<file path="config.mk">
export PLATFORM = sky130hd
export DESIGN_NAME = regFile
export DESIGN_NICKNAME = d
export VERILOG_FILES = /design/src/hdl/rvCorePkg.sv /design/src/hdl/regFile.sv
export SDC_FILE = /design/constraint.sdc
export NUM_CORES = 1
export LEC_CHECK = 0
export BUFFER_PORTS_ARGS = -buffer_cell sky130_fd_sc_hd__buf_2
export CAP_MARGIN = 10
export CORE_MARGIN = 3
export CORE_UTILIZATION = 48
export CTS_BUF_LIST = sky130_fd_sc_hd__clkbuf_4
export CTS_CLUSTER_DIAMETER = 80
export CTS_CLUSTER_SIZE = 24
export DETAILED_ROUTE_END_ITERATION = 12
export GPL_TIMING_DRIVEN = 0
export PLACE_DENSITY = 0.73
export RECOVER_POWER = 100
export REMOVE_ABC_BUFFERS = 1
export SYNTH_ARGS = -nofsm -noshare
export SYNTH_HDL_FRONTEND = slang
export SYNTH_SLANG_ARGS = --single-unit
</file>
<file path="constraint.sdc">
create_clock -name clk -period 2.8 [get_ports clk]
set_input_delay 0.14 -clock clk [delete_from_list [all_inputs] [get_ports clk]]
set_output_delay 0.14 -clock clk [all_outputs]
set_load 0.1 [all_outputs]
</file>
<file path="src/hdl/rvCorePkg.sv">
// Core widths, instruction field positions, funct encodings, nop word and shared enums
package rvCorePkg;

    localparam int xlen = 32;
    localparam int regAddrWidth = 5;
    localparam int regCount = 2 ** regAddrWidth;

    // Data memory, addressed by word index
    localparam int dmemWords = 1024;
    localparam int dmemAddrWidth = $clog2(dmemWords);
    localparam int wordOffsetBits = 2;

    // Instruction field positions
    localparam int opcodeLsb = 0;
    localparam int opcodeMsb = 6;
    localparam int rdLsb = 7;
    localparam int rdMsb = 11;
    localparam int funct3Lsb = 12;
    localparam int funct3Msb = 14;
    localparam int rs1Lsb = 15;
    localparam int rs1Msb = 19;
    localparam int rs2Lsb = 20;
    localparam int rs2Msb = 24;
    localparam int funct7Lsb = 25;
    localparam int funct7Msb = 31;

    // funct3 values of the kept operations
    localparam logic [2:0] funct3AddSub = 3'b000;
    localparam logic [2:0] funct3Slt = 3'b010;
    localparam logic [2:0] funct3Or = 3'b110;
    localparam logic [2:0] funct3And = 3'b111;
    localparam logic [2:0] funct3Word = 3'b010;

    localparam logic [6:0] funct7Base = 7'b0000000;
    localparam logic [6:0] funct7Alt = 7'b0100000;

    // addi x0,x0,0
    localparam logic [xlen-1:0] nopInstr = 32'h0000_0013;

    typedef enum logic [6:0] {
        opLoad   = 7'b0000011,
        opStore  = 7'b0100011,
        opAluImm = 7'b0010011,
        opAluReg = 7'b0110011
    } opcodeT;

    typedef enum logic [2:0] {
        aluAdd,
        aluSub,
        aluAnd,
        aluOr,
        aluSlt
    } aluOpT;

    typedef enum logic [1:0] {
        fwdNone,
        fwdWriteback,
        fwdMemory
    } fwdSelT;

endpackage
</file>
<file path="src/hdl/regFile.sv">
// 32-entry integer register file with x0 tied to zero
`timescale 1ns/1ps

module regFile
    import rvCorePkg::*;
(
    input  logic                    clk,
    input  logic                    rst,
    input  logic [regAddrWidth-1:0] rs1,
    input  logic [regAddrWidth-1:0] rs2,
    input  logic [regAddrWidth-1:0] writeAddr,
    input  logic                    writeEn,
    input  logic [xlen-1:0]         writeData,
    output logic [xlen-1:0]         rdData1,
    output logic [xlen-1:0]         rdData2
);

    logic [xlen-1:0] regs [regCount];

    // Write-through keeps a reader three slots behind the writer current
    function automatic logic [xlen-1:0] readPort(input logic [regAddrWidth-1:0] addr);
        logic [xlen-1:0] value;
        if (addr == '0) begin
            value = '0;
        end else if (writeEn && addr == writeAddr) begin
            value = writeData;
        end else begin
            value = regs[addr];
        end
        return value;
    endfunction

    always_comb begin
        rdData1 = rst ? readPort(rs1) : '0;
        rdData2 = rst ? readPort(rs2) : '0;
    end

    always_ff @(posedge clk) begin
        if (writeEn && writeAddr != '0) begin
            regs[writeAddr] <= writeData;
        end
    end

endmodule

</file>
==> flow_summary_export.csv <==
group,metric,value,unit
setup_path,cp.required,3.41,ns
grt,track_usage,27.6,%
timing,finalWorstSetupSlack,-0.287,ns
die,ios,114,
synth,synth-edff-count,1024,
grt,grt-ovfl-total,0,
synth,synth-seq-area-share,64.4,%
timing,fin_crit_sh,110,%
power,power-per-cell-area,504,nW/um^2
routing,via_per_inst,7.27,
synth,synth.distinct_cells,47,
setup_path,worstPathArrival,3.69,ns
timing,max_slew.worst_pin.slew,2.75,ns
placement,gp_congestion,0.776,
routing,dr.pass1.iters,6,
power,pwr-share-seq,63.5,%
placement,portBuffers,113,
synth,syn_area_per_cell,19.1,um^2
setup_path,crit_path_start_kind,"primary input",
synth,synth-seq-cells,1024,
grt,antenna_found_initial,5,
finish,area_growth,12.5,%
status,violations,"capacitance limit, slew limit, setup timing",
routing,finalWirelength,145,mm
synth,synthesis.area,47800,um^2
finish,final_core_util,54.5,%
die,start_util,48.5,%
die,fp.dieArea,103000,um^2
timing,drv_slew,425,
setup_path,cpMaxStageDelayCell,"nor2_1",
worst_hold_path,hold_path.class,"in -> reg",
clock_tree,cts-root-buf,"clkbuf_4",
setup_path,crit_path_max_incr_delay,1.93,ns
setup_path,worstSetupPathType,"in -> reg",
placement,dpl.hpwl,84.0,mm
timing,max_freq,324,MHz
clock_tree,clock_sinks,1024,
power,ir_drop,0.000306,V
power,p_int,19.9,mW
finish,drive_above_1_share,35.1,%
finish,fin_nets,2706,
setup_path,critPathTopFamily,"simple AND/OR/NAND/NOR gates",
die,core-area,98600,um^2
routing,drc,0,
power,p_leak,16.8,nW
synth,syn_inst,2504,
finish,reg.largest.list,"regs (1024)",
grt,grt_pass1_vias,29502,
synth,ys_dominant_reg_cell,"edfxtp_1",
status,run_status,"finished, violations left",
timing,finalSetupViolations,314,
placement,post-place-ws,-1.19,ns
setup_path,critical_path_buf_inv_count,2,
routing,drt_iter0_drc,4474,
finish,regMostFlops,"regs",
run,maxCapViolCount,27,
die,chipHeight,321,um
power,clock_power_share,20.3,%
die,die_w,321,um
routing,final_antenna_net_count,0,
routing,via_count,28810,
finish,largest_reg_flops,1024,
grt,grt_max_degree,86,
timing,rsz0062_at_grt,"true",
power,p_comb_share,16.1,%
clock_tree,tritoncts,"yes",
setup_path,crit_path_end_kind,"flop",
timing,final.min_clock_period,3.09,ns
clock_tree,cts_buffer_depth,3,
synth,async_flop_share,0,%
setup_path,path_cells,"clkbuf_1 -> nand4_1 -> nor2_1 -> buf_2",
routing,wl_per_cell,36.5,um
power,p_sw_share,26.3,%
setup_path,crit_fanout,18,
die,num_rows,115,
clock_tree,path_clk_slew,0.24,ns
synth,yosysWarningCount,0,
clock_tree,htreeDepth,2,
power,power_switching,7.13,mW
grt,grt_pass1_wl,206,mm
clock_tree,cts_made_buffers,50,
timing,max-slew-margin-rel,-84.1,%
timing,finalHoldViolCount,0,
timing,holdWs,0.0671,ns
==> cell type report <==
type / count / area, um^2
Multi-Input combinational cell: 1292 / 17000
Clock buffer: 55 / 413
Antenna cell: 7 / 17.5
Timing Repair Buffer: 286 / 3830
Clock inverter: 10 / 120
Sequential cell: 1024 / 30700
Fill cell: 7282 / 44800
Tap cell: 1287 / 1610
Inverter: 2 / 11.3
==> per-stage QoR <==
stage	cell area [um^2]	TNS, ns	power [mW]	instances
finish	53700	-35.42	27.1	3963
global route	53700	-32.03	27.8	3959
CTS	53900	-5.44	26.9	3941
detailed placement	51000	-57.64	21.2	3802
global placement	48900	-2652.97	21.4	3718
floorplan	46700	-24.99	19.6	2318
==> synth_stat cells (2+ instances only) <==
cell         n  share of area, %
a211oi_1    11              0.17
a21boi_0     8              0.13
a21oi_1     53              0.56
a221o_1     42              0.88
a221oi_1    70               1.3
a221oi_2     8              0.25
a22oi_1     95               1.5
a32oi_1      4             0.073
and2_1       3             0.039
buf_1       12             0.094
buf_2       64              0.67
buf_4       14              0.22
buf_6       27              0.64
buf_8        3             0.094
clkbuf_1    95              0.75
edfxtp_1  1024                64
mux2i_1    194               4.1
mux4_2     420                20
nand2_1     22              0.17
nand2b_1    13              0.17
nand3_1     39              0.41
nor2_1      39              0.31
nor2b_1      6             0.079
nor3_1      22              0.23
nor3b_1      4             0.063
o2111a_1    32              0.75
o21ai_0     54              0.57
o21ai_1     30              0.31
o21bai_1     4             0.063
o22ai_1     64              0.84
or2_2        3             0.039
or4_1        2             0.031
xnor2_1      6              0.11
xor2_1       4             0.073
==> power by group through the flow <==
stage | sequential (mW) | combinational [mW] | clock, mW
floorplan | 17.5 | 2.11 | 0
global placement | 17.5 | 3.86 | 0
detailed placement | 17.5 | 3.68 | 0
CTS | 17.2 | 4.24 | 5.53
global route | 17.2 | 4.52 | 6.06
finish | 17.2 | 4.37 | 5.50
==> final timing paths <==
kind	slack, ns	cells past startpoint	endpoint	start
max	-0.29	4	regs[28][28]	writeAddr[3]
min	0.07	3	regs[16][13]	writeAddr[1]
==> repair_timing <==
item / in CTS / in global routing
pin swaps: 98 / 63
hold buffers: 34 / 0
setup buffers: 29 / 16
cloned: 11 / 1
resized for setup: 383 / 118
setup endpoints to repair: 64 / 64
hold endpoints to repair: 1026 / 0
==> logic make-up after synthesis <==
group           Yosys count  share of synthesized area [%]
flops                  1024                           64.4
mux                     614                           23.9
compound gates          480                           7.45
buf+inv                 219                           2.53
simple gates            156                           1.58
xor+xnor                 10                          0.183
other cells               1                        0.00785
==> placed cells by master, fill, tap and decap left out, types with 5 or more instances in the layout <==
master / count
xnor2_1: 6
o21ai_2: 16
buf_8: 6
mux4_2: 420
nand3_1: 26
edfxtp_1: 1024
a221o_1: 38
o22ai_2: 22
a22oi_2: 57
a21oi_1: 34
nor3_1: 17
nor2_2: 8
nand2_1: 20
buf_4: 49
a22oi_1: 38
clkbuf_4: 64
diode_2: 7
bufbuf_16: 10
nor3_2: 5
dlygate4sd3_1: 34
a21oi_2: 16
a221oi_1: 55
clkbuf_1: 43
o2111a_2: 28
clkbuf_2: 18
buf_6: 7
nand3_2: 13
buf_16: 25
mux2i_1: 194
nor2_1: 28
conb_1: 32
a221oi_2: 23
buf_12: 78
a211oi_2: 10
o21ai_1: 39
nand2b_4: 6
o22ai_1: 42
o21ai_0: 29
buf_2: 6
==> routing by layer <==
metal  vias to the layer above  GRT usage [%]  wire (um)
met4                         2           11.9       7260
met5                         -              0         13
met2                      2072           45.0      70400
li1                      11181              -          -
met3                       407           5.87      16100
met1                     15148           36.3      51000
Power figures use the tool's default switching activity.
