==> src/hdl/rvCorePkg.sv <==
// Core widths, instruction field positions, funct encodings, nop word and shared enums
package rvCorePkg;

    localparam int xlen = 32;
    localparam int regAddrWidth = 5;
    localparam int regCount = 2 ** regAddrWidth;

    // Data memory, addressed by word index
    localparam int dmemWords = 1024;
    localparam int dmemAddrWidth = $clog2(dmemWords);
    localparam int wordOffsetBits = 2;

    // Instruction field positions
    localparam int opcodeLsb = 0;
    localparam int opcodeMsb = 6;
    localparam int rdLsb = 7;
    localparam int rdMsb = 11;
    localparam int funct3Lsb = 12;
    localparam int funct3Msb = 14;
    localparam int rs1Lsb = 15;
    localparam int rs1Msb = 19;
    localparam int rs2Lsb = 20;
    localparam int rs2Msb = 24;
    localparam int funct7Lsb = 25;
    localparam int funct7Msb = 31;

    // funct3 values of the kept operations
    localparam logic [2:0] funct3AddSub = 3'b000;
    localparam logic [2:0] funct3Slt = 3'b010;
    localparam logic [2:0] funct3Or = 3'b110;
    localparam logic [2:0] funct3And = 3'b111;
    localparam logic [2:0] funct3Word = 3'b010;

    localparam logic [6:0] funct7Base = 7'b0000000;
    localparam logic [6:0] funct7Alt = 7'b0100000;

    // addi x0,x0,0
    localparam logic [xlen-1:0] nopInstr = 32'h0000_0013;

    typedef enum logic [6:0] {
        opLoad   = 7'b0000011,
        opStore  = 7'b0100011,
        opAluImm = 7'b0010011,
        opAluReg = 7'b0110011
    } opcodeT;

    typedef enum logic [2:0] {
        aluAdd,
        aluSub,
        aluAnd,
        aluOr,
        aluSlt
    } aluOpT;

    typedef enum logic [1:0] {
        fwdNone,
        fwdWriteback,
        fwdMemory
    } fwdSelT;

endpackage
==> src/hdl/decodeStage.sv <==
// Control decode, immediate extension and the decode-to-execute register
`timescale 1ns/1ps

module decodeStage
    import rvCorePkg::*;
(
    input  logic                    clk,
    input  logic                    rst,
    input  logic [xlen-1:0]         instrD,
    output logic                    regWriteE,
    output logic                    memWriteE,
    output logic                    aluSrcE,
    output logic                    resultSrcE,
    output aluOpT                   aluOpE,
    output logic [xlen-1:0]         immE,
    output logic [regAddrWidth-1:0] rdE,
    output logic [regAddrWidth-1:0] rs1E,
    output logic [regAddrWidth-1:0] rs2E
);

    opcodeT opcode;
    logic [2:0] funct3;
    logic [6:0] funct7;
    logic regWriteD;
    logic memWriteD;
    logic aluSrcD;
    logic resultSrcD;
    aluOpT aluOpD;
    logic [xlen-1:0] immD;

    assign opcode = opcodeT'(instrD[opcodeMsb:opcodeLsb]);
    assign funct3 = instrD[funct3Msb:funct3Lsb];
    assign funct7 = instrD[funct7Msb:funct7Lsb];

    // Main control
    always_comb begin
        regWriteD = 1'b0;
        memWriteD = 1'b0;
        aluSrcD = 1'b0;
        resultSrcD = 1'b0;
        case (opcode)
            opLoad: begin
                regWriteD = 1'b1;
                aluSrcD = 1'b1;
                resultSrcD = 1'b1;
            end
            opStore: begin
                memWriteD = 1'b1;
                aluSrcD = 1'b1;
            end
            opAluImm: begin
                regWriteD = 1'b1;
                aluSrcD = 1'b1;
            end
            opAluReg: regWriteD = 1'b1;
            default: regWriteD = 1'b0;
        endcase
    end

    // Loads, stores and immediates all add
    always_comb begin
        aluOpD = aluAdd;
        if (opcode == opAluReg) begin
            case (funct3)
                funct3AddSub: aluOpD = (funct7 == funct7Alt) ? aluSub : aluAdd;
                funct3Slt: aluOpD = aluSlt;
                funct3Or: aluOpD = aluOr;
                funct3And: aluOpD = aluAnd;
                default: aluOpD = aluAdd;
            endcase
        end
    end

    // S-type splits the immediate around rd
    assign immD = (opcode == opStore)
        ? {{(xlen-12){instrD[xlen-1]}}, funct7, instrD[rdMsb:rdLsb]}
        : {{(xlen-12){instrD[xlen-1]}}, instrD[xlen-1:rs2Lsb]};

    always_ff @(posedge clk or negedge rst) begin
        if (!rst) begin
            regWriteE <= 1'b0;
            memWriteE <= 1'b0;
            aluSrcE <= 1'b0;
            resultSrcE <= 1'b0;
            aluOpE <= aluAdd;
            rdE <= '0;
            rs1E <= '0;
            rs2E <= '0;
        end else begin
            regWriteE <= regWriteD;
            memWriteE <= memWriteD;
            aluSrcE <= aluSrcD;
            resultSrcE <= resultSrcD;
            aluOpE <= aluOpD;
            rdE <= instrD[rdMsb:rdLsb];
            rs1E <= instrD[rs1Msb:rs1Lsb];
            rs2E <= instrD[rs2Msb:rs2Lsb];
        end
    end

    always_ff @(posedge clk) begin
        immE <= immD;
    end

    aluOpLegal: assert property (@(posedge clk) disable iff (!rst)
        aluOpE inside {aluAdd, aluSub, aluAnd, aluOr, aluSlt});

endmodule

==> config.mk <==
export PLATFORM = sky130hd
export DESIGN_NAME = decodeStage
export DESIGN_NICKNAME = d
export VERILOG_FILES = /design/src/hdl/rvCorePkg.sv /design/src/hdl/decodeStage.sv
export SDC_FILE = /design/constraint.sdc
export NUM_CORES = 1
export LEC_CHECK = 0
export ABC_CLOCK_PERIOD_IN_PS = 2700
export BUFFER_PORTS_ARGS = -buffer_cell sky130_fd_sc_hd__buf_4
export CORE_ASPECT_RATIO = 1.5
export CORE_MARGIN = 2
export CORE_UTILIZATION = 41
export CTS_BUF_LIST = sky130_fd_sc_hd__clkbuf_4 sky130_fd_sc_hd__clkbuf_8 sky130_fd_sc_hd__clkbuf_16
export DETAILED_ROUTE_END_ITERATION = 6
export PLACE_DENSITY = 0.84
export RECOVER_POWER = 25
export SYNTH_ARGS = -nofsm -noshare
export SYNTH_HDL_FRONTEND = slang
export SYNTH_SLANG_ARGS = --single-unit
==> constraint.sdc <==
create_clock -name clk -period 2.7 [get_ports clk]
set_clock_uncertainty 0.05 [all_clocks]
set_input_delay 0.405 -clock clk [delete_from_list [all_inputs] [get_ports clk]]
set_output_delay 0.405 -clock clk [all_outputs]
set_load 0.05 [all_outputs]
==> flow_summary_export.csv <==
group,metric,value,unit
run_status,status,"finished, final reports clean",
clocking,post_cts_buffers,0,
clocking,cts_resized,0,
sta,tns,0,ps
logic_synthesis,ys_seq_area_share,70.7,%
logic_synthesis,synthCells,76,
power,p_leak,0.000896,uW
logic_synthesis,ys_ff_latch,34,
floorplanning,num_rows,23,
setup_path,worstSetupPathType,"reg2out",
logic_synthesis,synth.top_cell.area_share,49.2,%
power,pwr-share-seq,43.7,%
setup_path,end_kind,"primary output",
setup_path,critPathMaxFanout,21,
floorplanning,initial_utilization,42.2,%
placement,dp_cells,180,
sta,finalSetupViolations,0,
cells_and_area,area_delta_synth_final,58.4,%
sta,fin_crit_sh,64.4,%
clocking,clock_sinks,34,
power,vdd_drop_max,0.000498,V
routing,postRouteAntennaNets,0,
routing,routed_via_density,4.38,
floorplanning,fp.dieH,68.0,um
power,p_int,880,uW
flow_run,drv_cap,0,
setup_path,crit_arrival,1280,ps
setup_path,crit_buf_inv,1,
clocking,clock_path_buffers,2,
floorplanning,ios,88,
setup_path,cp-start-kind,"flop",
setup_path,worst_path_max_delay_cell,"dfxtp_1",
cells_and_area,fin_cells,189,
clocking,clock-root-buffer,"clkbuf_8",
power,powerDensity,694,nW/um2
setup_path,critPathLaunch,"immE[11]",
sta,rsz0062_at_grt,"no",
logic_synthesis,avgSynthCellArea,14.7,um2
setup_path,crit_path_cell_trace,"buf_4",
logic_synthesis,yosys-top-cells-area,"dfrtp_1 (49%), dfxtp_1 (21%), buf_4 (13%), mux2_2 (5.0%), nor4b_4 (2.1%)",
global_routing,grt_first_pass_wirelength,3540,um
sta,drv_slew,0,
routing,drc,0,
global_routing,grt_pass1_vias,830,
logic_synthesis,syn-cell-area,1120,um2
power,combPwrFrac,20.5,%
sta,fin_crit,1740,ps
power,pwr-share-clk,35.8,%
logic_synthesis,synth_cell_type_count,16,
cells_and_area,nets,185,
cells_and_area,antenna_cells,0,
routing,drt_iter0_markers,12,
cells_and_area,num-fill-cells,212,
sta,timing.fmax,575,MHz
floorplanning,die_w,46.6,um
floorplanning,fp.dieArea,3170,um2
clocking,cts.hold.buffers_added,1,
clocking,numCtsBuffers,5,
global_routing,grt_util_all_layers,17.4,%
global_routing,grt_start_max_net_pins,23,
cells_and_area,multiInputGateArea,174,um2
power,switchingPower,351,uW
sta,slew_headroom,24.0,%
placement,routabilityCongestion,0.699,
floorplanning,core_area,2650,um2
setup_path,crit_required,2250,ps
sta,hold_viol_final,0,
routing,dr_total_vias,827,
logic_synthesis,ys_warn_count,0,
setup_path,max_stage_delay,690,ps
global_routing,overflow,0,
clocking,cts_tree,"yes",
placement,numPortBuffers,87,
logic_synthesis,yosysTopAreaCell,"dfrtp_1",
routing,wirelength,2490,um
cells_and_area,ff_latch_area,791,um2
cells_and_area,drive_gt1_share,65.1,%
worst_hold_path,hp-class,"in2reg",
routing,firstDrtPassIters,2,
clocking,clk_pin_slew_worst_paths,60,ps
logic_synthesis,syn_nets,110,
clocking,h-tree-depth,2,
sta,max_slew.worst_pin.slew,1140,ps
setup_path,critPathTopFamily,"flip-flops",
global_routing,antenna_found_initial,0,
setup_path,cp_num_cells,1,
routing,wire_per_inst,13.2,um
cells_and_area,final_core_util,66.9,%
setup_path,crit_path_end,"immE[15]",
power,swShare,28.5,%
==> cells in the mapped netlist <==
cell / count
a2111oi_2: 1
a21oi_1: 1
buf_4: 20
dfrtp_1: 22
dfxtp_1: 12
inv_1: 1
mux2_2: 5
nand2_1: 3
nand2b_1: 1
nand3_2: 1
nand4b_1: 1
nor2_1: 1
nor2b_1: 1
nor3_1: 3
nor4_1: 2
nor4b_4: 1
==> registers in the layout, indices dropped and copies added, names as in the netlist <==
signal / flops
immE: 12
rdE: 5
rs1E: 5
rs2E: 5
aluOpE: 3
aluSrcE: 1
memWriteE: 1
regWriteE: 1
resultSrcE: 1
==> cell type report <==
cell class | instances | area share [%]
clock buffer | 5 | 3.88
clock inverter | 3 | 2.26
inverter | 1 | 0.212
multi-input combinational | 21 | 9.82
sequential | 34 | 44.6
tap | 37 | 2.61
timing repair buffer | 88 | 36.6
==> placed cells by master, fill, tap and decap left out, drive strengths merged, types with 2 or more instances in the layout <==
master / count
nor3: 3
clkbuf: 28
clkinv: 2
nor4: 2
buf: 64
dfxtp: 12
dfrtp: 22
mux2: 5
nand2: 3
==> worst min path at each step <==
stage / from / endpoint / depth (start not counted)
floorplan: rst / aluOpE[0] / 0
global placement: rst / rdE[0] / 1
detailed placement: rst / rdE[0] / 1
CTS: instrD[16] / rs1E[1] / 1
global route: instrD[16] / rs1E[1] / 1
finish: instrD[8] / rdE[1] / 1
==> per-layer routing <==
layer / vias up / part of all wire, % / track usage, %
li1: 382 / - / -
met1: 366 / 29 / 14.3
met2: 71 / 54 / 29.7
met3: 8 / 15 / 10.3
met4: 0 / 2.6 / 11.5
met5: - / 0 / 0
==> through the flow <==
step / power, uW / instance area, um2 / setup WS, ps / hold slack, ps
6_report: 1230 / 1770 / 962 / 201
5_1_grt: 1280 / 1770 / 832 / 190
4_1_cts: 1250 / 1790 / 921 / 171
3_5_place_dp: 805 / 1670 / 1110 / 257
3_3_place_gp: 801 / 1670 / 1190 / 251
2_1_floorplan: 715 / 1120 / 997 / 59.4
==> power by group through the flow <==
stage,combinational (uW),sequential [uW],clock [uW]
after floorplan,88.7,626,0
after global placement,253,547,0
after detailed placement,257,549,0
after CTS,258,539,453
after global routing,264,540,475
final,252,538,440
==> cell families (layout without fill, tap and decap cells) <==
kind of cell | count (synthesis) | in the layout | share of synthesized area [%]
buffers and inverters | 21 | 97 | 13.8
multiplexers | 5 | 5 | 5.03
flip-flops | 34 | 34 | 70.7
AO/OA/AOI/OAI | 2 | 2 | 1.79
AND/OR/NAND/NOR | 14 | 14 | 8.72
(Power assumes the default switching activity.)
