[config.mk]
export PLATFORM = sky130hd
export DESIGN_NAME = executeStage
export DESIGN_NICKNAME = d
export VERILOG_FILES = /design/src/hdl/rvCorePkg.sv /design/src/hdl/executeStage.sv /design/src/hdl/aluUnit.sv
export SDC_FILE = /design/constraint.sdc
export NUM_CORES = 1
export LEC_CHECK = 0
export CAP_MARGIN = 20
export CORE_MARGIN = 2
export CORE_UTILIZATION = 25
export CTS_CLUSTER_SIZE = 24
export DETAILED_ROUTE_END_ITERATION = 12
export DONT_BUFFER_PORTS = 1
export GPL_TIMING_DRIVEN = 1
export PLACE_DENSITY = 0.46
export REMOVE_ABC_BUFFERS = 1
export SLEW_MARGIN = 15
export SYNTH_ARGS = -nofsm -noshare
export SYNTH_HDL_FRONTEND = slang
export SYNTH_SLANG_ARGS = --single-unit
export TNS_END_PERCENT = 50
[constraint.sdc]
create_clock -name clk -period 4.25 [get_ports clk]
set_clock_uncertainty 0.15 [all_clocks]
set_input_delay 0.85 -clock clk [delete_from_list [all_inputs] [get_ports clk]]
set_output_delay 0.85 -clock clk [all_outputs]
set_load 0.005 [all_outputs]
[src/hdl/rvCorePkg.sv]
// Core widths, instruction field positions, funct encodings, nop word and shared enums
package rvCorePkg;

    localparam int xlen = 32;
    localparam int regAddrWidth = 5;
    localparam int regCount = 2 ** regAddrWidth;

    // Data memory, addressed by word index
    localparam int dmemWords = 1024;
    localparam int dmemAddrWidth = $clog2(dmemWords);
    localparam int wordOffsetBits = 2;

    // Instruction field positions
    localparam int opcodeLsb = 0;
    localparam int opcodeMsb = 6;
    localparam int rdLsb = 7;
    localparam int rdMsb = 11;
    localparam int funct3Lsb = 12;
    localparam int funct3Msb = 14;
    localparam int rs1Lsb = 15;
    localparam int rs1Msb = 19;
    localparam int rs2Lsb = 20;
    localparam int rs2Msb = 24;
    localparam int funct7Lsb = 25;
    localparam int funct7Msb = 31;

    // funct3 values of the kept operations
    localparam logic [2:0] funct3AddSub = 3'b000;
    localparam logic [2:0] funct3Slt = 3'b010;
    localparam logic [2:0] funct3Or = 3'b110;
    localparam logic [2:0] funct3And = 3'b111;
    localparam logic [2:0] funct3Word = 3'b010;

    localparam logic [6:0] funct7Base = 7'b0000000;
    localparam logic [6:0] funct7Alt = 7'b0100000;

    // addi x0,x0,0
    localparam logic [xlen-1:0] nopInstr = 32'h0000_0013;

    typedef enum logic [6:0] {
        opLoad   = 7'b0000011,
        opStore  = 7'b0100011,
        opAluImm = 7'b0010011,
        opAluReg = 7'b0110011
    } opcodeT;

    typedef enum logic [2:0] {
        aluAdd,
        aluSub,
        aluAnd,
        aluOr,
        aluSlt
    } aluOpT;

    typedef enum logic [1:0] {
        fwdNone,
        fwdWriteback,
        fwdMemory
    } fwdSelT;

endpackage
[src/hdl/executeStage.sv]
// Operand forwarding, immediate select, ALU and the execute-to-memory register
`timescale 1ns/1ps

module executeStage
    import rvCorePkg::*;
(
    input  logic                    clk,
    input  logic                    rst,
    input  logic                    regWriteE,
    input  logic                    memWriteE,
    input  logic                    aluSrcE,
    input  logic                    resultSrcE,
    input  aluOpT                   aluOpE,
    input  logic [xlen-1:0]         immE,
    input  logic [regAddrWidth-1:0] rdE,
    input  logic [xlen-1:0]         rdData1D,
    input  logic [xlen-1:0]         rdData2D,
    input  fwdSelT                  fwdA,
    input  fwdSelT                  fwdB,
    input  logic [xlen-1:0]         resultW,
    output logic                    regWriteM,
    output logic                    memWriteM,
    output logic                    resultSrcM,
    output logic [regAddrWidth-1:0] rdM,
    output logic [xlen-1:0]         aluResultM,
    output logic [xlen-1:0]         writeDataM
);

    logic [xlen-1:0] rdData1E;
    logic [xlen-1:0] rdData2E;
    logic [xlen-1:0] srcA;
    logic [xlen-1:0] fwdDataB;
    logic [xlen-1:0] srcB;
    logic [xlen-1:0] aluResult;

    function automatic logic [xlen-1:0] pickOperand(input fwdSelT sel,
                                                    input logic [xlen-1:0] regVal);
        logic [xlen-1:0] value;
        case (sel)
            fwdMemory: value = aluResultM;
            fwdWriteback: value = resultW;
            default: value = regVal;
        endcase
        return value;
    endfunction

    // Register read data enters execute alongside the decoded controls
    always_ff @(posedge clk) begin
        rdData1E <= rdData1D;
        rdData2E <= rdData2D;
    end

    always_comb begin
        srcA = pickOperand(fwdA, rdData1E);
        fwdDataB = pickOperand(fwdB, rdData2E);
        srcB = aluSrcE ? immE : fwdDataB;
    end

    aluUnit aluInst (
        .srcA   (srcA),
        .srcB   (srcB),
        .aluOp  (aluOpE),
        .result (aluResult)
    );

    always_ff @(posedge clk or negedge rst) begin
        if (!rst) begin
            regWriteM <= 1'b0;
            memWriteM <= 1'b0;
            resultSrcM <= 1'b0;
            rdM <= '0;
        end else begin
            regWriteM <= regWriteE;
            memWriteM <= memWriteE;
            resultSrcM <= resultSrcE;
            rdM <= rdE;
        end
    end

    // Store data takes the forwarded rs2, not the immediate
    always_ff @(posedge clk) begin
        aluResultM <= aluResult;
        writeDataM <= fwdDataB;
    end

endmodule

[src/hdl/aluUnit.sv]
// ALU for add, sub, and, or and signed set-less-than
`timescale 1ns/1ps

module aluUnit
    import rvCorePkg::*;
(
    input  logic [xlen-1:0] srcA,
    input  logic [xlen-1:0] srcB,
    input  aluOpT           aluOp,
    output logic [xlen-1:0] result
);

    logic subtract;
    logic [xlen-1:0] operandB;
    logic [xlen-1:0] sum;
    logic overflow;

    // One adder serves add, sub and the slt compare
    assign subtract = (aluOp == aluSub) || (aluOp == aluSlt);
    assign operandB = subtract ? ~srcB : srcB;
    assign sum = srcA + operandB + xlen'(subtract);

    // Same-signed inputs giving a differently signed sum
    assign overflow = (srcA[xlen-1] == operandB[xlen-1]) && (sum[xlen-1] != srcA[xlen-1]);

    always_comb begin
        case (aluOp)
            aluAdd, aluSub: result = sum;
            aluAnd: result = srcA & srcB;
            aluOr: result = srcA | srcB;
            aluSlt: result = {{(xlen-1){1'b0}}, sum[xlen-1] ^ overflow};
            default: result = '0;
        endcase
    end

endmodule

==> key figures <==
Setup path
  • Worst Setup End Kind: register
  • CP Cell Sequence: inv_1, ha_4, buf_12, buf_6, a22oi_1, o21ai_1, mux2_2, xor2_1, ha_1, buf_4, a21o_1, a2111oi_1, buf_4, a21oi_2, buf_4, o21a_1, or3_1, a32o_1
  • Worst Setup Start Kind: primary input
  • Worst-path fanout max: 12
  • Arr. time, crit path: 4.32 ns
  • Critical Path Max Stage Delay: 0.39 ns
  • Slowest-stage cell, CP: a2111oi_1
  • Critical Path Start: fwdB[1]
  • Critical path required time: 4.42 ns
  • Crit path kind: in2reg
  • Crit-path most repeated cell: buf_4
  • Worst r2r src: aluResultM[0]$_DFF_P_

Timing
  • Max Fclk: 241.3 MHz
  • RSZ-0062 raised after global routing: true
  • Rel. slew slack: 58.82%
  • Slew Limit Fails: 0
  • Fin crit period: 4.144 ns
  • Fin. Hold Viols: 0
  • Setup TNS: 0 ns
  • Endpoints failing setup: 0
  • Pin slew with the least headroom to its limit: 0.6140 ns
  • Period utilisation layout: 97.50%

Place
  • Post-detail-place hpwl: 19.48 mm
  • IO buf count: 0
  • Placed Area: 8636 µm²
  • Routability cong.: 0.8107
  • Placed cell count: 1,299

Clock tree
  • H-tree levels: 4
  • TritonCTS Buffers: 17
  • CTS max path bufs: 2
  • CTS root buf: clkbuf_16
  • Register clock-pin slew on the reported worst setup and hold paths: 0.06 ns
  • Clk sinks: 136
  • Worst skew pair latency: 0.43 ns
  • CTS tree: yes

Global routing
  • Vias in the first global route: 6,623
  • GRT Total Usage: 17.18%
  • GR Overflow Total: 0
  • First-pass GRT wire length: 39.33 mm
  • Largest net degree at the start of global routing: 39
  • Initial antenna violation count: 4

Synthesis
  • Mapped Avg Cell Area: 8.778 µm²
  • Post-synthesis sequential area ratio: 38.80%
  • Synth cell count leaders: dfxtp_1, nand2_1, o21ai_0, a22oi_1, a21oi_1
  • #FFs+latches synth: 136
  • Ys flop type: dfxtp_1
  • Post-synth cell types: 58
  • Post-synthesis async set-or-reset flop share: 5.882%
  • Post-synth EDFFs: 0
  • Share of the synthesized area in the top cell type: 35.99%
  • Gate count after technology mapping: 811
  • Cell with the most instances after synthesis: dfxtp_1
  • Ys Warns: 0
  • Synth area leader: dfxtp_1
  • Area of the mapped netlist: 7119 µm²
  • Synth area leaders: dfxtp_1, a22oi_1, o21ai_0

Routing
  • 1st-iter DRT viols: 346
  • Final Routed Wirelength: 26.38 mm
  • DRC: 0
  • Vias: 6,558
  • Via density per instance: 4.872
  • Antenna Nets Post-Route: 0
  • Routed len/inst: 19.60 µm
  • Pre-Repair DR Iteration Count: 5

Min path
  • Min-delay worst type: in2reg
  • HP Start: rdData2D[9]

Layout
  • Final Instance Area: 9620 µm²
  • Area Overhead vs Synth: 35.13%
  • Share of layout cells above drive strength 1: 26.71%
  • Post-route insts no fill: 1,346
  • Layout Nets: 1,134

Floorplan
  • Die Height: 172.8 µm
  • Die Area: 29,840 µm²
  • Chip width: 172.8 µm
  • I/O Pins: 218
  • Core area: 27,930 µm²
  • Initial Utilization: 25.49%
  • Row count: 61

Outcome
  • Status: finished clean

Pwr
  • P_leak: 4.140 nW
  • VDD IR max: 277.7 µV
  • Pwr Total: 4.681 mW
  • Pwr Density: 486.5 nW/µm²

Flow run
  • Max-Cap Viols: 0
-- worst max-delay path: cells and delay by family --
family,cells,cell delay (ns)
multiplexers,1,0.30
AND/OR/NAND/NOR,1,0.31
adder cells (fa/ha/maj),2,0.54
AO/OA/AOI/OAI,7,1.31
XOR/XNOR,1,0.15
buffers and inverters,6,0.84
-- report_power, final --
| part | internal (mW) | switching, mW |
|---|---|---|
| Combinational | 0.811 | 0.780 |
| Clock | 0.985 | 0.592 |
| Sequential | 1.41 | 0.104 |
-- metrics by stage --
stage                     hold WS, ns  util [%]  worst slack [ns]
final                          0.2855     34.44            0.1062
after global routing           0.2627     34.43          -0.02685
after CTS                      0.2660     33.30         -0.008847
after detailed placement       0.3000     30.91           -0.6102
after global placement         0.3001     30.91           -0.5997
after floorplan                0.2638         -            -1.239
-- worst paths after layout --
path / end / slack, ns / cells past startpoint
max: aluResultM[26]$_DFF_P_ / 0.11 / 18
min: rdData2E[9]$_DFF_P_ / 0.29 / 0
max reg2reg: aluResultM[26]$_DFF_P_ / 0.45 / 16
min reg2reg: writeDataM[2]$_DFF_P_ / 0.31 / 2
max in group asynchronous: rdM[1]$_DFF_PN0_ / 3.09 / 1
min in group asynchronous: rdM[0]$_DFF_PN0_ / 0.61 / 1
-- cell usage in the layout, fill, tap and decap left out, drive strengths merged, types with 4 or more instances in the layout --
cell type and instances:
maj3 21, dfxtp 128, inv 22, nor3 12
buf 167, clkinv 5, dfrtp 8, a311oi 7
a221oi 4, o21a 8, mux2 21, xnor2 20
o211ai 5, and3 4, clkbuf 26, nand2 93
nand3 9, a22oi 63, a21o 17, nor4 4
a211oi 9, xor2 34, or3 5, o31ai 4
a21oi 51, o21ai 86, nor2 41, ha 34
mux2i 11, nand2b 6
-- flip-flops by register name (all words and copies together) (netlist names) --
| name | cells |
|---|---|
| aluResultM | 32 |
| rdData1E | 32 |
| rdData2E | 32 |
| writeDataM | 32 |
| rdM | 5 |
| memWriteM | 1 |
| regWriteM | 1 |
| resultSrcM | 1 |
-- kinds of logic (layout without fill, tap and decap cells) --
logic type / after synthesis / after routing / share of synthesized area, %
AOI/OAI and AO/OA: 278 / 278 / 25.31
xor gates and xnor gates: 54 / 54 / 6.643
adders and majority gates: 56 / 56 / 9.209
buffers and inverters: 70 / 225 / 3.831
DFF: 136 / 136 / 38.80
muxes: 32 / 32 / 4.868
other: 0 / 2 / 0
and+or+nand+nor: 185 / 185 / 11.34
-- repair_timing --
item	CTS	global route
endpoints found under the setup margin	9	19
gates resized for setup	15	58
cloned	0	1
buffers inserted	0	11
hold endpoints to repair	8	0
hold buffers	1	0
pin swaps	5	23
-- layout make-up --
class | instances | area, µm²
fill | 2929 | 18310
multi-input combinational | 605 | 4293
sequential | 136 | 2763
timing repair buffer | 169 | 1385
clock buffer | 25 | 495.5
tap | 378 | 473.0
clock inverter | 7 | 116.4
inverter | 24 | 90.09
antenna | 2 | 5.005
-- per-layer routing --
metal	vias up	wire length, µm	global-route usage (%)
met1	3103	11630	20.68
met5	-	0	0
met3	19	1605	5.013
met4	0	303	4.767
met2	208	12840	29.80
li1	3228	-	-
Power figures use the tool's default switching activity.
