$ cat config.mk
export PLATFORM = sky130hd
export DESIGN_NAME = forwardUnit
export DESIGN_NICKNAME = d
export VERILOG_FILES = /design/src/hdl/rvCorePkg.sv /design/src/hdl/forwardUnit.sv
export SDC_FILE = /design/constraint.sdc
export NUM_CORES = 1
export LEC_CHECK = 0
export BUFFER_PORTS_ARGS = -buffer_cell sky130_fd_sc_hd__buf_2
export CAP_MARGIN = 40
export CELL_PAD_IN_SITES_DETAIL_PLACEMENT = 1
export CELL_PAD_IN_SITES_GLOBAL_PLACEMENT = 2
export CORE_UTILIZATION = 17
export DETAILED_ROUTE_END_ITERATION = 10
export PLACE_DENSITY_LB_ADDON = 0.1
export SLEW_MARGIN = 20
export SYNTH_ARGS = -nofsm -noshare
export SYNTH_HDL_FRONTEND = slang
export SYNTH_SLANG_ARGS = --single-unit
$ cat constraint.sdc
create_clock -name vclk -period 1.2
set_input_delay 0.06 -clock vclk [all_inputs]
set_output_delay 0.06 -clock vclk [all_outputs]
set_load 0.02 [all_outputs]
$ cat src/hdl/rvCorePkg.sv
// Core widths, instruction field positions, funct encodings, nop word and shared enums
package rvCorePkg;

    localparam int xlen = 32;
    localparam int regAddrWidth = 5;
    localparam int regCount = 2 ** regAddrWidth;

    // Data memory, addressed by word index
    localparam int dmemWords = 1024;
    localparam int dmemAddrWidth = $clog2(dmemWords);
    localparam int wordOffsetBits = 2;

    // Instruction field positions
    localparam int opcodeLsb = 0;
    localparam int opcodeMsb = 6;
    localparam int rdLsb = 7;
    localparam int rdMsb = 11;
    localparam int funct3Lsb = 12;
    localparam int funct3Msb = 14;
    localparam int rs1Lsb = 15;
    localparam int rs1Msb = 19;
    localparam int rs2Lsb = 20;
    localparam int rs2Msb = 24;
    localparam int funct7Lsb = 25;
    localparam int funct7Msb = 31;

    // funct3 values of the kept operations
    localparam logic [2:0] funct3AddSub = 3'b000;
    localparam logic [2:0] funct3Slt = 3'b010;
    localparam logic [2:0] funct3Or = 3'b110;
    localparam logic [2:0] funct3And = 3'b111;
    localparam logic [2:0] funct3Word = 3'b010;

    localparam logic [6:0] funct7Base = 7'b0000000;
    localparam logic [6:0] funct7Alt = 7'b0100000;

    // addi x0,x0,0
    localparam logic [xlen-1:0] nopInstr = 32'h0000_0013;

    typedef enum logic [6:0] {
        opLoad   = 7'b0000011,
        opStore  = 7'b0100011,
        opAluImm = 7'b0010011,
        opAluReg = 7'b0110011
    } opcodeT;

    typedef enum logic [2:0] {
        aluAdd,
        aluSub,
        aluAnd,
        aluOr,
        aluSlt
    } aluOpT;

    typedef enum logic [1:0] {
        fwdNone,
        fwdWriteback,
        fwdMemory
    } fwdSelT;

endpackage
$ cat src/hdl/forwardUnit.sv
// Forwarding source select for both execute operands
`timescale 1ns/1ps

module forwardUnit
    import rvCorePkg::*;
(
    input  logic [regAddrWidth-1:0] rs1E,
    input  logic [regAddrWidth-1:0] rs2E,
    input  logic [regAddrWidth-1:0] rdM,
    input  logic                    regWriteM,
    input  logic [regAddrWidth-1:0] rdW,
    input  logic                    regWriteW,
    output fwdSelT                  fwdA,
    output fwdSelT                  fwdB
);

    // Memory stage holds the younger value, so it wins
    function automatic fwdSelT pickSource(input logic [regAddrWidth-1:0] rs);
        fwdSelT sel;
        if (regWriteM && rdM != '0 && rdM == rs) begin
            sel = fwdMemory;
        end else if (regWriteW && rdW != '0 && rdW == rs) begin
            sel = fwdWriteback;
        end else begin
            sel = fwdNone;
        end
        return sel;
    endfunction

    always_comb begin
        fwdA = pickSource(rs1E);
        fwdB = pickSource(rs2E);
    end

    // A forwarded operand must name a live nonzero destination
    always_comb begin
        assert (fwdA == fwdNone || (fwdA == fwdMemory ? rdM : rdW) == rs1E && rs1E != '0);
        assert (fwdB == fwdNone || (fwdB == fwdMemory ? rdM : rdW) == rs2E && rs2E != '0);
    end

endmodule

==> results of run 1 <==
## cells by family after synthesis
logic type / after synthesis / synth area share
compound gates: 1 / 0.0340
simple gates: 13 / 0.286
xor+xnor: 20 / 0.680
## power by group through the flow
stage	combinational (mW)	clock, mW	sequential [mW]
after floorplan	0.0832	0	0
after global placement	0.171	0	0
after detailed placement	0.172	0	0
after CTS	0.185	0	0
after global routing	0.204	0	0
final	0.188	0	0
## worst min-delay path by stage
stage | start | endpoint | slack [ns] | cells after the start
5_1_grt | regWriteM | fwdA[1] | 0.54 | 4
6_report | regWriteM | fwdA[1] | 0.53 | 4
4_1_cts | regWriteM | fwdA[1] | 0.53 | 4
3_5_place_dp | regWriteM | fwdA[1] | 0.52 | 4
3_3_place_gp | regWriteM | fwdA[1] | 0.52 | 4
2_1_floorplan | regWriteM | fwdA[1] | 0.27 | 2
## final cells by class
class              instances  share of cell area
repair buffers            35               0.395
well taps                 15              0.0335
multi-input cells         34               0.571
## worst max-delay path, stage by stage
cell     delay, ns
buf_6         0.09
or4_4         0.54
o21ai_4       0.18
nor4_2        0.10
nor4_4        0.21
buf_4         0.18
## Yosys cell counts
cell type	instances
or4_1	2
o21ai_2	1
nor2_1	1
nand4_1	2
nand3_1	2
nand2_1	2
xnor2_1	16
xor2_1	4
nor4_1	4
## routing by layer
metal  part of all wire  vias to the layer above  global-route usage
met1               0.43                      171               0.144
met4                  0                        0                   0
met3              0.052                        0                   0
li1                   -                      194                   -
met5                  0                        -                   0
met2               0.52                       14               0.254
## timing repair
item,in CTS,in global routing
setup endpoints to repair,4,4
buffers inserted,0,2
resized for setup,8,1
==> results.md, run 1 <==
- Status: complete, but fails checks
- Failing checks: setup timing
- Seq cells: 0
- Yosys warning total: 0
- Area occupied by multi-input gates: 320 um^2
- Syn nets: 56
- Combinational power share: 1.000
- RSZ-0062 raised after global routing: yes
- Remaining DRCs: 0
- Crit path to: fwdA[0]
- Number of clock buffers in the layout: 0
- Commonest cells after routing, fill and taps aside: buf_2 (21), xnor2_1 (16), buf_4 (11), xor2_1 (4)
- Lkg Pwr: 0.230 nW
- Peak fanout along the critical path: 2
- Row count: 13
- Hold Fails Final Rpt: 0
- Synth Cell Area: 258 um^2
- Post-synth top area share: 0.544
- Biggest area consumer among synthesized cells: xnor2_1
- Detailed Route WL: 982 um
- Final HPWL DP: 862 um
- Sequential cell area fraction in the yosys report: 0
- Final net count: 93
- Setup-failing EPs final: 4
- Antenna-violating nets left: 0
- Wirelength per Cell: 11.7 um
- Slew headroom: 0.731
- Slew Viols, Final: 0
- Die X: 40.9 um
- Total iterations of the first detailed-routing run: 4
- Starting Density: 0.191
- Synthesized area per cell: 7.58 um^2
- Critical path class: in2out
- Final min period: 1.42 ns
- # hold bufs at CTS: 0
- Die Height: 40.9 um
- Filler cells: 177
- Hold WC Path Type: in2out
- Int Power: 0.100 mW
- Sum Neg Setup Slack: -0.539 ns
- Commonest non-fill, non-tap cell in the layout: buf_2
- Gr usage total: 0.123
- Tot Pwr: 0.188 mW
- Design Area, Final: 561 um^2
- CP required: 1.14 ns
- GPL Wtd Cong: 0.586
- CP startpoint: rdM[1]
- Initial antenna violation count: 0
- Switching Fraction: 0.468
- Setup crit end kind: output port
- Initial drt markers: 5
- Routed via count: 379
- Final Hold Slack: 0.529 ns
- PortBufs: 26
- Core area: 1350 um^2
- Tcrit/Tclk final: 1.18
- GR Overflow Total: 0
- Ports: 26
- Largest net degree at the start of global routing: 4
- Area growth from synthesis to layout: 117%
- Register Area: 0 um^2
- Maximum Capacitance Violations: 0
- Ant. Diodes: 0
- Sw Pwr: 0.0881 mW
- Number of global-route vias before repair: 336
- First-pass GRT wire length: 1410 um
- Peak Freq: 0.706 GHz
- Post-synth cell types: 9
- Final worst slack: -0.216 ns
- CP Data Arrival Time: 1.36 ns
- Pwr/cell area: 336 nW/um^2
- Cells after Synth: 34
- Placed standard-cell area: 509 um^2
- Full die area: 1680 um^2
- Flop pwr share: 0
- Worst-Margin Slew: 0.400 ns
- Synth area leaders: xnor2_1 (54%), xor2_1 (14%), nor4_1 (9.7%)
- Cells after DPL: 83
- Clock power share: 0
- Fin cells: 84
- Pre-CTS WS: -0.239 ns
- Layout cell share with drive strength beyond 1: 0.594
- Routed vias/inst: 4.51
- Util after Layout: 0.415
- Critical Path Start Type: input port
- Worst VDD drop: 0.116 mV
No activity file was read; power rests on OpenSTA's default activity.
==> run 2, diff against run 1 <==
--- a/config.mk
+++ b/config.mk
@@ -5,10 +5,12 @@
 export SDC_FILE = /design/constraint.sdc
 export NUM_CORES = 1
 export LEC_CHECK = 0
+export ABC_AREA = 1
 export BUFFER_PORTS_ARGS = -buffer_cell sky130_fd_sc_hd__buf_2
 export CAP_MARGIN = 40
 export CELL_PAD_IN_SITES_DETAIL_PLACEMENT = 1
 export CELL_PAD_IN_SITES_GLOBAL_PLACEMENT = 2
+export CORE_ASPECT_RATIO = 1.4
 export CORE_UTILIZATION = 17
 export DETAILED_ROUTE_END_ITERATION = 10
 export PLACE_DENSITY_LB_ADDON = 0.1
==> run 2 against run 1 <==
Effect of this change:
- the flow now finishes without violations
- largest power group unchanged
- critical path type unchanged
- highest routed layer unchanged
- die area rose by 39%
- power fell by 13%
- fmax rose by 57%
==> results.md, run 2 <==
- Critical Path Start Type: input port
- Row count: 19 (+6)
- Filler cells: 299 (+69%)
- Number of clock buffers in the layout: 0 (unchanged)
- Lkg Pwr: 0.340 nW (+48%)
- Layout cell share with drive strength beyond 1: 0.271 (-0.323)
- Pwr/cell area: 317 nW/um^2 (-5.7%)
- Remaining DRCs: 0 (unchanged)
- Final net count: 131 (+41%)
- Syn nets: 103 (+84%)
- Critical path class: in2out
- Detailed Route WL: 1300 um (+32%)
- Hold Fails Final Rpt: 0 (unchanged)
- CP Data Arrival Time: 0.84 ns (-0.52 ns)
- Worst path max stage delay: 0.16 ns (-0.38 ns)
- Total iterations of the first detailed-routing run: 1 (-3)
- Core area: 2000 um^2 (+48%)
- Die X: 41.0 um (+0.27%)
- Setup crit end kind: output port
- Starting Density: 0.182 (-0.00921)
- Hold_sp: regWriteM
- Post-synth top area share: 0.393 (-0.151)
- Final min period: 0.904 ns (-0.512 ns)
- Initial antenna violation count: 0 (unchanged)
- Switching Fraction: 0.562 (+0.0938)
- RSZ-0062 raised after global routing: no
- Register Area: 0 um^2 (unchanged)
- First-pass GRT wire length: 2040 um (+44%)
- Cells after DPL: 128 (+54%)
- Hold WC Path Type: in2out
- Post-CTS sizing: 0 (-8)
- Ant. Diodes: 0 (unchanged)
- Setup-failing EPs final: 0 (-4)
- Setup bufs post-CTS: 0 (unchanged)
- Sum Neg Setup Slack: 0 ns (+0.539 ns)
- Cell with the most instances after synthesis: nand2_1
- Sequential cell area fraction in the yosys report: 0 (unchanged)
- Sw Pwr: 0.0924 mW (+4.8%)
- GPL Wtd Cong: 0.684 (+17%)
- Ports: 26 (unchanged)
- Slew Viols, Final: 0 (unchanged)
- Status: finished, final reports clean
- Synth Cell Area: 363 um^2 (+41%)
- Routed via count: 547 (+44%)
- # hold bufs at CTS: 0 (unchanged)
- Peak fanout along the critical path: 2 (unchanged)
- Final Hold Slack: 0.527 ns (-0.00229 ns)
- Antenna-violating nets left: 0 (unchanged)
- Fin cells: 128 (+52%)
- Tcrit/Tclk final: 0.753 (-0.426)
- Clock power share: 0 (unchanged)
- Seq cells: 0 (unchanged)
- Yosys warning total: 0 (unchanged)
- CP cell instances: buf_2 -> xnor2_1 -> nand2_1 -> nor2_1 -> nand2_1 -> nor2_1 -> buf_2
- Commonest non-fill, non-tap cell in the layout: nand2_1
- Number of global-route vias before repair: 527 (+57%)
- Final HPWL DP: 1230 um (+42%)
- Gr usage total: 0.122 (-0.000997)
- Biggest area consumer among synthesized cells: nand2_1
- Routed vias/inst: 4.27 (-5.3%)
- Full die area: 2330 um^2 (+39%)
- Largest net degree at the start of global routing: 5 (+1)
- Wirelength per Cell: 10.1 um (-13%)
- Worst VDD drop: 0.0953 mV (-18%)
- Int Power: 0.0720 mW (-28%)
- Post-synth top cells: nand2_1 (38), inv_1 (13), nor2_1 (13)
- Worst-Margin Slew: 0.162 ns (-0.239 ns)
- GR Overflow Total: 0 (unchanged)
- Post-synth cell types: 10 (+1)
- PortBufs: 26 (unchanged)
- Slew headroom: 0.892 (+0.161)
- CP required: 1.14 ns (about the same)
- Initial drt markers: 0 (-5)
- CP startpoint: rs2E[4]
- Synth area leaders: nand2_1 (39%), xnor2_1 (14%), inv_1 (13%)
- Flop pwr share: 0 (unchanged)
- Commonest cells after routing, fill and taps aside: nand2_1 (38), buf_2 (26), nor2_1 (13), inv_1 (13), xnor2_1 (6)
- Cells after Synth: 81 (+140%)
- Area growth from synthesis to layout: 43.1%
- Peak Freq: 1.11 GHz (+57%)
- CP max stage cell: buf_2
- Synthesized area per cell: 4.48 um^2 (-41%)
- Combinational power share: 1.000 (about the same)
- Maximum Capacitance Violations: 0 (unchanged)
- Die Height: 56.7 um (+38%)
run 2: cell count changes after synthesis, sizes merged:
cell,change
inv,+14
nand2,+36
nand3b,+1
nand4,+1
nor2,+14
nor4,-4
o21ai,-1
or4,-2
xnor2,-10
xor2,-2
run 2: final cells by class:
type                            instances  area (um^2)  area share
Inverter                               14         52.6       0.101
Multi-Input combinational cell         67          310       0.598
Tap cell                               21         26.3      0.0506
Timing Repair Buffer                   26          130       0.251
run 2: critical path, delay by kind of cell:
| family | cells | cell delay [ns] |
|---|---|---|
| xor gates and xnor gates | 1 | 0.15 |
| and+or+nand+nor | 4 | 0.34 |
| buffers and inverters | 2 | 0.28 |
run 2: power groups by stage:
stage	Combinational (mW)	Clock [mW]	Sequential, mW
after global routing	0.188	0	0
final	0.164	0	0
after floorplan	0.0879	0	0
after detailed placement	0.168	0	0
after global placement	0.167	0	0
after CTS	0.169	0	0
run 2: metal layers:
| metal | share of wire | global-route usage | up-vias |
|---|---|---|---|
| met5 | 0 | 0 | - |
| li1 | - | - | 291 |
| met4 | 0 | 0.00476 | 0 |
| met3 | 0.037 | 0.00791 | 0 |
| met2 | 0.60 | 0.261 | 15 |
| met1 | 0.36 | 0.109 | 241 |
run 2: final timing paths:
kind,end,slack (ns),cells after the start
setup / recovery,fwdB[0],0.30,7
hold / removal,fwdB[1],0.53,4
run 2: per-stage QoR:
stage	utilization	cell area [um^2]	setup slack [ns]	total power, mW
5_1_grt	0.260	519	0.165	0.188
3_3_place_gp	0.260	519	0.269	0.167
4_1_cts	0.260	519	0.264	0.169
6_report	0.260	519	0.296	0.164
3_5_place_dp	0.260	519	0.267	0.168
2_1_floorplan	-	363	0.399	0.0879
run 2: cell families (layout without fill, tap and decap cells):
logic type	count (synthesis)	after routing	share of synthesized area
simple gates	59	59	0.662
xor+xnor	8	8	0.193
buf+inv	14	40	0.145
